### config.mk
export PLATFORM = sky130hd
export DESIGN_NAME = lc3b_core
export DESIGN_NICKNAME = d
export VERILOG_FILES = /design/src/lc3b_pkg.sv /design/src/fetch_if.sv /design/src/execute_unit.sv /design/src/fetch_unit.sv /design/src/instr_queue.sv /design/src/lc3b_core.sv
export VERILOG_INCLUDE_DIRS = /design/src
export SDC_FILE = /design/constraint.sdc
export NUM_CORES = 1
export LEC_CHECK = 0
export BUFFER_PORTS_ARGS = -buffer_cell sky130_fd_sc_hd__buf_2
export CAP_MARGIN = 0
export CORE_MARGIN = 1
export CORE_UTILIZATION = 40
export CTS_CLUSTER_DIAMETER = 80
export CTS_CLUSTER_SIZE = 10
export DETAILED_ROUTE_END_ITERATION = 16
export PLACE_DENSITY_LB_ADDON = 0.15
export RECOVER_POWER = 25
export SETUP_SLACK_MARGIN = 0.15
export SYNTH_ARGS = -nofsm -noshare
export SYNTH_HDL_FRONTEND = slang
export SYNTH_HIERARCHICAL = 1
export SYNTH_SLANG_ARGS = --single-unit
### constraint.sdc
create_clock -name clk -period 11.19 [get_ports clk]
set_input_delay 3.357 -clock clk [delete_from_list [all_inputs] [get_ports clk]]
set_output_delay 3.357 -clock clk [all_outputs]
set_load 0.01 [all_outputs]
### src/lc3b_defs.svh
`ifndef LC3B_DEFS_SVH
`define LC3B_DEFS_SVH

// datapath sizes
`define LC3B_WORD_W 16 // data and address width

// instruction queue
`define LC3B_QUEUE_DEPTH 4 // entries, power of two

// branch predictor
// index width and global history length, 32 counters
`define LC3B_BHT_BITS 5

// first fetch address after reset
`define LC3B_RESET_PC 16'h0000

// opcodes, instr[15:12]
`define LC3B_OP_BR 4'b0000
`define LC3B_OP_ADD 4'b0001
`define LC3B_OP_AND 4'b0101
`define LC3B_OP_NOT 4'b1001
`define LC3B_OP_LEA 4'b1110

`endif

### src/lc3b_pkg.sv
`default_nettype none

`include "lc3b_defs.svh"

package lc3b_pkg;

    typedef logic [`LC3B_WORD_W-1:0] word_t;

    typedef logic [2:0] reg_t; // r0..r7

    typedef logic [2:0] nzp_t; // n in bit 2, p in bit 0

    typedef logic [`LC3B_BHT_BITS-1:0] bht_idx_t;

    // ADD, AND, NOT, LEA field layout
    typedef struct packed
    {
        logic [3:0] opcode;
        reg_t dr;
        reg_t sr1;
        logic imm; // 1 selects imm5
        logic [4:0] src2; // imm5, or sr2 in [2:0]
    } oper_t;

    // BR field layout, offset9 also used by LEA
    typedef struct packed
    {
        logic [3:0] opcode;
        nzp_t nzp;
        logic [8:0] offset9;
    } br_t;

    // one instruction word, two views
    typedef union packed
    {
        oper_t oper;
        br_t br;
    } instr_u;

endpackage : lc3b_pkg

`default_nettype wire

### src/fetch_if.sv
`default_nettype none

// one fetched instruction in flight
interface fetch_if;
    logic valid;
    logic ready;
    lc3b_pkg::word_t instr;
    lc3b_pkg::word_t pc; // address of instr
    logic pred_taken;
    lc3b_pkg::bht_idx_t pred_idx; // counter used for the prediction

    modport producer
    (
        output valid, instr, pc, pred_taken, pred_idx,
        input ready
    );

    modport consumer
    (
        input valid, instr, pc, pred_taken, pred_idx,
        output ready
    );
endinterface : fetch_if

`default_nettype wire

### src/execute_unit.sv
`default_nettype none

`include "lc3b_defs.svh"

module execute_unit
(
    input wire logic clk,
    input wire logic rst_n,
    fetch_if.consumer in,
    output logic redirect,
    output lc3b_pkg::word_t redirect_pc,
    output logic train_valid,
    output lc3b_pkg::bht_idx_t train_idx,
    output logic train_taken,
    output logic wb_valid,
    output lc3b_pkg::reg_t wb_reg,
    output lc3b_pkg::word_t wb_data,
    output logic br_valid,
    output logic br_taken,
    output logic br_mispredict
);

    lc3b_pkg::word_t regs [8];
    lc3b_pkg::nzp_t cc;

    lc3b_pkg::instr_u ins;
    lc3b_pkg::word_t src_a;
    lc3b_pkg::word_t src_b;
    lc3b_pkg::word_t imm5_sext;
    lc3b_pkg::word_t pc_plus2;
    lc3b_pkg::word_t off_target; // pc+2 plus offset9 << 1, LEA and BR
    lc3b_pkg::word_t result;
    lc3b_pkg::nzp_t result_cc;
    logic is_write;
    logic is_br;
    logic taken;

    assign in.ready = 1'b1; // single cycle, never stalls

    always_comb
    begin
        ins = lc3b_pkg::instr_u'(in.instr);
        src_a = regs[ins.oper.sr1];
        imm5_sext = {{(`LC3B_WORD_W-5){ins.oper.src2[4]}}, ins.oper.src2};
        src_b = ins.oper.imm ? imm5_sext : regs[ins.oper.src2[2:0]];
        pc_plus2 = in.pc + lc3b_pkg::word_t'(2);
        off_target = pc_plus2 + {{(`LC3B_WORD_W-10){ins.br.offset9[8]}}, ins.br.offset9, 1'b0};

        is_write = 1'b1;
        case (ins.oper.opcode)
            `LC3B_OP_ADD: result = src_a + src_b;
            `LC3B_OP_AND: result = src_a & src_b;
            `LC3B_OP_NOT: result = ~src_a;
            `LC3B_OP_LEA: result = off_target;
            default:
            begin
                result = src_a;
                is_write = 1'b0;
            end
        endcase

        if (result[`LC3B_WORD_W-1])
            result_cc = 3'b100;
        else if (result == '0)
            result_cc = 3'b010;
        else
            result_cc = 3'b001;

        // same word read through the branch view
        is_br = (ins.br.opcode == `LC3B_OP_BR);
        taken = |(ins.br.nzp & cc);
    end

    assign redirect = in.valid && is_br && (taken != in.pred_taken);
    assign redirect_pc = taken ? off_target : pc_plus2;
    assign train_valid = in.valid && is_br;
    assign train_idx = in.pred_idx;
    assign train_taken = taken;

    always_ff @(posedge clk or negedge rst_n)
    begin
        if (!rst_n)
        begin
            for (int i = 0; i < 8; i++)
                regs[i] <= '0;
            cc <= 3'b010; // Z
            wb_valid <= 1'b0;
            br_valid <= 1'b0;
            br_mispredict <= 1'b0;
        end
        else
        begin
            wb_valid <= in.valid && is_write;
            br_valid <= train_valid;
            br_mispredict <= redirect;
            if (in.valid && is_write)
            begin
                regs[ins.oper.dr] <= result;
                cc <= result_cc; // LEA sets codes too
            end
        end
    end

    always_ff @(posedge clk)
    begin
        wb_reg <= ins.oper.dr;
        wb_data <= result;
        br_taken <= taken;
    end

endmodule : execute_unit

`default_nettype wire

### src/fetch_unit.sv
`default_nettype none

`include "lc3b_defs.svh"

module fetch_unit
(
    input wire logic clk,
    input wire logic rst_n,
    input wire lc3b_pkg::word_t instr_rdata,
    input wire logic instr_resp,
    input wire logic redirect,
    input wire lc3b_pkg::word_t redirect_pc,
    input wire logic train_valid,
    input wire lc3b_pkg::bht_idx_t train_idx,
    input wire logic train_taken,
    output logic instr_req,
    output lc3b_pkg::word_t instr_addr,
    fetch_if.producer out
);

    localparam int BHT_SIZE = 1 << `LC3B_BHT_BITS;

    lc3b_pkg::word_t fetch_pc; // next address to request
    lc3b_pkg::word_t req_addr; // address of the outstanding request
    logic req_active;
    logic discard; // response belongs to a redirected path
    lc3b_pkg::bht_idx_t history;
    logic [1:0] counters [BHT_SIZE];

    lc3b_pkg::instr_u resp;
    lc3b_pkg::bht_idx_t idx;
    lc3b_pkg::word_t pc_plus2;
    lc3b_pkg::word_t target;
    logic predict;
    logic capture;
    logic start;
    logic out_xfer;

    always_comb
    begin
        resp = lc3b_pkg::instr_u'(instr_rdata);
        idx = req_addr[`LC3B_BHT_BITS:1] ^ history; // gshare index
        pc_plus2 = req_addr + lc3b_pkg::word_t'(2);
        target = pc_plus2 + {{(`LC3B_WORD_W-10){resp.br.offset9[8]}}, resp.br.offset9, 1'b0};
        predict = (resp.br.opcode == `LC3B_OP_BR) && counters[idx][1];
        out_xfer = out.valid && out.ready;
        capture = req_active && instr_resp && !discard && !redirect;
        // one request at a time, and only once the offered word is gone
        start = !req_active && (!out.valid || out_xfer) && !redirect;
    end

    assign instr_req = req_active;
    assign instr_addr = req_addr;

    always_ff @(posedge clk or negedge rst_n)
    begin
        if (!rst_n)
        begin
            fetch_pc <= `LC3B_RESET_PC;
            req_active <= 1'b0;
            discard <= 1'b0;
            out.valid <= 1'b0;
        end
        else
        begin
            if (req_active && instr_resp)
                req_active <= 1'b0;
            else if (start)
                req_active <= 1'b1;

            if (req_active && instr_resp)
                discard <= 1'b0;
            else if (req_active && redirect)
                discard <= 1'b1; // cannot retract the request, drop its data

            if (redirect)
                fetch_pc <= redirect_pc;
            else if (capture)
                fetch_pc <= predict ? target : pc_plus2;

            if (redirect)
                out.valid <= 1'b0; // wrong path entry
            else if (capture)
                out.valid <= 1'b1;
            else if (out_xfer)
                out.valid <= 1'b0;
        end
    end

    always_ff @(posedge clk)
    begin
        if (start)
            req_addr <= fetch_pc;
        if (capture)
        begin
            out.instr <= instr_rdata;
            out.pc <= req_addr;
            out.pred_taken <= predict;
            out.pred_idx <= idx;
        end
    end

    // counters trained at resolution in execute
    always_ff @(posedge clk or negedge rst_n)
    begin
        if (!rst_n)
        begin
            history <= '0;
            for (int i = 0; i < BHT_SIZE; i++)
                counters[i] <= 2'b01; // weakly not taken
        end
        else if (train_valid)
        begin
            history <= {history[`LC3B_BHT_BITS-2:0], train_taken};
            if (train_taken && counters[train_idx] != 2'b11)
                counters[train_idx] <= counters[train_idx] + 2'd1;
            else if (!train_taken && counters[train_idx] != 2'b00)
                counters[train_idx] <= counters[train_idx] - 2'd1;
        end
    end

endmodule : fetch_unit

`default_nettype wire

### src/instr_queue.sv
`default_nettype none

`include "lc3b_defs.svh"

module instr_queue
(
    input wire logic clk,
    input wire logic rst_n,
    input wire logic flush,
    fetch_if.consumer in,
    fetch_if.producer out
);

    localparam int DEPTH = `LC3B_QUEUE_DEPTH;
    localparam int PTR_W = $clog2(DEPTH);
    localparam int CNT_W = PTR_W + 1;

    lc3b_pkg::word_t instr_mem [DEPTH];
    lc3b_pkg::word_t pc_mem [DEPTH];
    logic pred_mem [DEPTH];
    lc3b_pkg::bht_idx_t idx_mem [DEPTH];

    logic [PTR_W-1:0] wr_ptr;
    logic [PTR_W-1:0] rd_ptr;
    logic [CNT_W-1:0] count;
    logic push;
    logic pop;

    function automatic logic [PTR_W-1:0] next_ptr(input logic [PTR_W-1:0] ptr);
        if (ptr == PTR_W'(DEPTH - 1))
            return '0;
        return ptr + 1'b1;
    endfunction

    assign in.ready = (count != CNT_W'(DEPTH)); // full holds fetch
    assign out.valid = (count != '0);
    assign out.instr = instr_mem[rd_ptr];
    assign out.pc = pc_mem[rd_ptr];
    assign out.pred_taken = pred_mem[rd_ptr];
    assign out.pred_idx = idx_mem[rd_ptr];

    assign push = in.valid && in.ready;
    assign pop = out.valid && out.ready;

    always_ff @(posedge clk or negedge rst_n)
    begin
        if (!rst_n)
        begin
            wr_ptr <= '0;
            rd_ptr <= '0;
            count <= '0;
        end
        else if (flush)
        begin
            wr_ptr <= '0; // everything queued is wrong path
            rd_ptr <= '0;
            count <= '0;
        end
        else
        begin
            if (push)
                wr_ptr <= next_ptr(wr_ptr);
            if (pop)
                rd_ptr <= next_ptr(rd_ptr);
            case ({push, pop})
                2'b10: count <= count + 1'b1;
                2'b01: count <= count - 1'b1;
                default: count <= count;
            endcase
        end
    end

    always_ff @(posedge clk)
    begin
        if (push && !flush)
        begin
            instr_mem[wr_ptr] <= in.instr;
            pc_mem[wr_ptr] <= in.pc;
            pred_mem[wr_ptr] <= in.pred_taken;
            idx_mem[wr_ptr] <= in.pred_idx;
        end
    end

endmodule : instr_queue

`default_nettype wire

### src/lc3b_core.sv
`default_nettype none

module lc3b_core
(
    input wire logic clk,
    input wire logic rst_n,
    input wire lc3b_pkg::word_t instr_rdata,
    input wire logic instr_resp,
    output logic instr_req,
    output lc3b_pkg::word_t instr_addr,
    output logic wb_valid,
    output lc3b_pkg::reg_t wb_reg,
    output lc3b_pkg::word_t wb_data,
    output logic br_valid,
    output logic br_taken,
    output logic br_mispredict
);

    logic redirect; // also flushes the queue
    lc3b_pkg::word_t redirect_pc;
    logic train_valid;
    lc3b_pkg::bht_idx_t train_idx;
    logic train_taken;

    fetch_if fetch_q ();
    fetch_if q_exec ();

    fetch_unit fetch_unit_inst
    (
        .clk(clk),
        .rst_n(rst_n),
        .instr_rdata(instr_rdata),
        .instr_resp(instr_resp),
        .redirect(redirect),
        .redirect_pc(redirect_pc),
        .train_valid(train_valid),
        .train_idx(train_idx),
        .train_taken(train_taken),
        .instr_req(instr_req),
        .instr_addr(instr_addr),
        .out(fetch_q.producer)
    );

    instr_queue instr_queue_inst
    (
        .clk(clk),
        .rst_n(rst_n),
        .flush(redirect),
        .in(fetch_q.consumer),
        .out(q_exec.producer)
    );

    execute_unit execute_unit_inst
    (
        .clk(clk),
        .rst_n(rst_n),
        .in(q_exec.consumer),
        .redirect(redirect),
        .redirect_pc(redirect_pc),
        .train_valid(train_valid),
        .train_idx(train_idx),
        .train_taken(train_taken),
        .wb_valid(wb_valid),
        .wb_reg(wb_reg),
        .wb_data(wb_data),
        .br_valid(br_valid),
        .br_taken(br_taken),
        .br_mispredict(br_mispredict)
    );

endmodule : lc3b_core

`default_nettype wire

==> flow_summary.yaml <==
grt:
  use_met2: 0.331
  grt_usage: 0.207
  antenna_found_initial: 2
  first_global_vias: 15400
  grt_pass1_wl_um: 94000
  busiest_layer: "met2"
  use_met3: 0.0378
  grt_util_met1: 0.280
  grt_max_degree: 91
  overflow: 0
cts:
  cts_max_level: 2
  post-cts-setup-buffers: 0
  insertion_delay_ns: 0.62
  clkTransAtPathRegs_ns: 0.06
  holdBufCountCts: 0
  cts_tree: "built"
  clk_path_buf_depth: 3
  cts_buffers: 53
  clock_sinks: 455
  ctsResizeCount: 0
  clockRootBuffer: "clkbuf_16"
worst_hold_path:
  min_from: "fetch_unit_inst/fetch_pc[10]$_DFFE_PN0P_"
  hold_path.class: "reg -> reg"
critical_path:
  cp.arrival_ns: 8.88
  endpoint_kind: "flip-flop"
  worstSetupStartpoint: "instr_queue_inst/rd_ptr[0]$_DFFE_PN0P_"
  crit_type: "reg -> reg"
  r2r-start: "instr_queue_inst/rd_ptr[0]$_DFFE_PN0P_"
  critPathRequiredTime_ns: 11.69
  start_kind: "flip-flop"
  critPathMaxFanout: 26
cells_and_area:
  nFillCells: 5277
  multi_input_area_sq_um: 10400
  top_regs: "execute_unit_inst/regs (128), instr_queue_inst/instr_mem (64), instr_queue_inst/pc_mem (64)"
  fin_area_sq_um: 26000
  num-nets-final: 1905
  antenna_cells: 0
  drive_above_1_share: 0.258
  largest_reg_flops: 128
  regArea_sq_um: 12400
  regMostFlops: "execute_unit_inst/regs"
  area_growth_pct: 10.7
floorplanning:
  rows: 88
  dieArea_sq_um: 59700
  die_h_um: 244
  pin_count: 59
  initial_core_util: 0.406
  die_w_um: 244
  fp.coreArea_sq_um: 57800
timing:
  rsz0062_at_grt: "no"
  setup-tns-final_ns: 0
  post-route-min-period_ns: 8.38
  maxClockFrequency_ghz: 0.119
  hold_slack_ns: 0.444
  setup_viol: 0
  worstMarginPinSlew_ns: 4.96
  report.final.slew_viol_count: 116
  relSlewSlack: -2.31
  finalHoldViolCount: 0
  timing.final.crit_share: 0.749
  fin_skew_ns: 0.0335
detailed_routing:
  wire_per_inst_um: 23.1
  vias: 15100
  via_per_inst: 5.74
  routed_wl_um: 60900
  drt_iter0_markers: 1146
  ant_nets: 0
  drc: 0
  dr.pass1.iters: 5
yosys:
  ys_seq_elements: 455
  post-synth-top-count-cell: "edfxtp_1"
  ys.flop_type: "edfxtp_1"
  netlist_instances: 1783
  synth_largest_area_cell: "edfxtp_1"
  async_flop_share: 0.503
  syn_area_sq_um: 23500
  yosysUniqueCellTypes: 100
  synth.avg_cell_area_sq_um: 13.2
  syn_nets: 1865
  synth_edf_count: 206
  synth_seq_area_share: 0.526
  synth_area_leaders: "edfxtp_1 26%, dfrtp_1 21%, mux4_2 11%"
  synth_top_area_frac: 0.263
  synth_common_cells: "206 x edfxtp_1, 196 x dfrtp_1, 151 x mux2_2, 128 x nand2_1, 122 x nor2_1"
  yosysWarnings: 6
job:
  cap_violations: 2
status:
  outcome: "finished, violations left"
  violations: "capacitance limit, slew limit"
placement:
  detailed_place.area_sq_um: 24500
  place_hpwl_um: 40400
  globalplace.congestion: 0.876
  io_buffer_count: 58
[path summary, 6_finish.rpt]
check / end / slack, ns / depth (start not counted)
setup / recovery: fetch_unit_inst/counters[47]$_DFFE_PN0P_ / 2.81 / 13
hold / removal: fetch_unit_inst/instr_addr[10]$_DFFE_PP_ / 0.44 / 0
setup reg to reg: fetch_unit_inst/counters[47]$_DFFE_PN0P_ / 2.81 / 13
hold reg to reg: fetch_unit_inst/instr_addr[10]$_DFFE_PP_ / 0.44 / 0
max in group asynchronous: fetch_unit_inst/fetch_pc[8]$_DFFE_PN0P_ / 3.72 / 2
min in group asynchronous: fetch_unit_inst/counters[59]$_DFFE_PN0P_ / 4.51 / 1
[area by class of cell]
cell class / count / area share
clock buffer: 93 / 0.0568
clock inverter: 7 / 0.00428
inverter: 50 / 0.00722
multi-input combinational: 1175 / 0.401
sequential: 455 / 0.475
tap: 765 / 0.0368
timing repair buffer: 88 / 0.0189
[critical path, cell delays in order, from the launching register on]
cell      delay, ns
dfrtp_1        1.02
clkbuf_1       1.58
mux4_2         0.97
mux4_2         0.59
a32o_1         0.28
a221oi_1       0.29
and3_1         0.95
inv_1          0.39
ha_1           0.30
nor2b_1        0.22
o21ai_0        0.21
nor3_1         0.85
nand3_1        0.24
mux2_2         0.32
[stage by stage]
step           worst slack (ns)  cells   util
2_1_floorplan              5.51   1783      -
3_3_place_gp               4.38   2533  0.424
3_5_place_dp               4.17   2533  0.424
4_1_cts                    4.15   2633  0.451
5_1_grt                    1.98   2633  0.450
6_report                   2.81   2633  0.450
[cells in the final DEF, fill, tap and decap left out, types with 56 or more instances in the layout]
cell type	synthesis	layout
nand2_1	128	128
mux2_2	151	151
mux4_2	116	116
edfxtp_1	206	206
dfrtp_1	196	195
clkbuf_1	52	56
o21ai_0	87	87
ha_1	59	59
a21oi_1	97	97
nor2_1	122	122
[metal layers]
layer,part of all wire,up-vias
met2,0.47,445
met5,0.00020,-
met1,0.44,7701
met3,0.059,126
li1,-,6827
met4,0.034,2
[cell families (layout without fill, tap and decap cells)]
| family | Yosys count | count (layout) | share of synthesized area |
|---|---|---|---|
| AOI/OAI and AO/OA | 326 | 326 | 0.0896 |
| xor gates and xnor gates | 65 | 65 | 0.0262 |
| adders and majority gates | 63 | 63 | 0.0349 |
| buffers and inverters | 153 | 238 | 0.0300 |
| DFF | 455 | 455 | 0.526 |
| muxes | 314 | 314 | 0.210 |
| other | 1 | 1 | 0.000160 |
| and+or+nand+nor | 406 | 406 | 0.0832 |
Power is left out: the tool's default activity adds up to more than one toggle a clock period on the data nets, which glitch-free logic cannot reach.
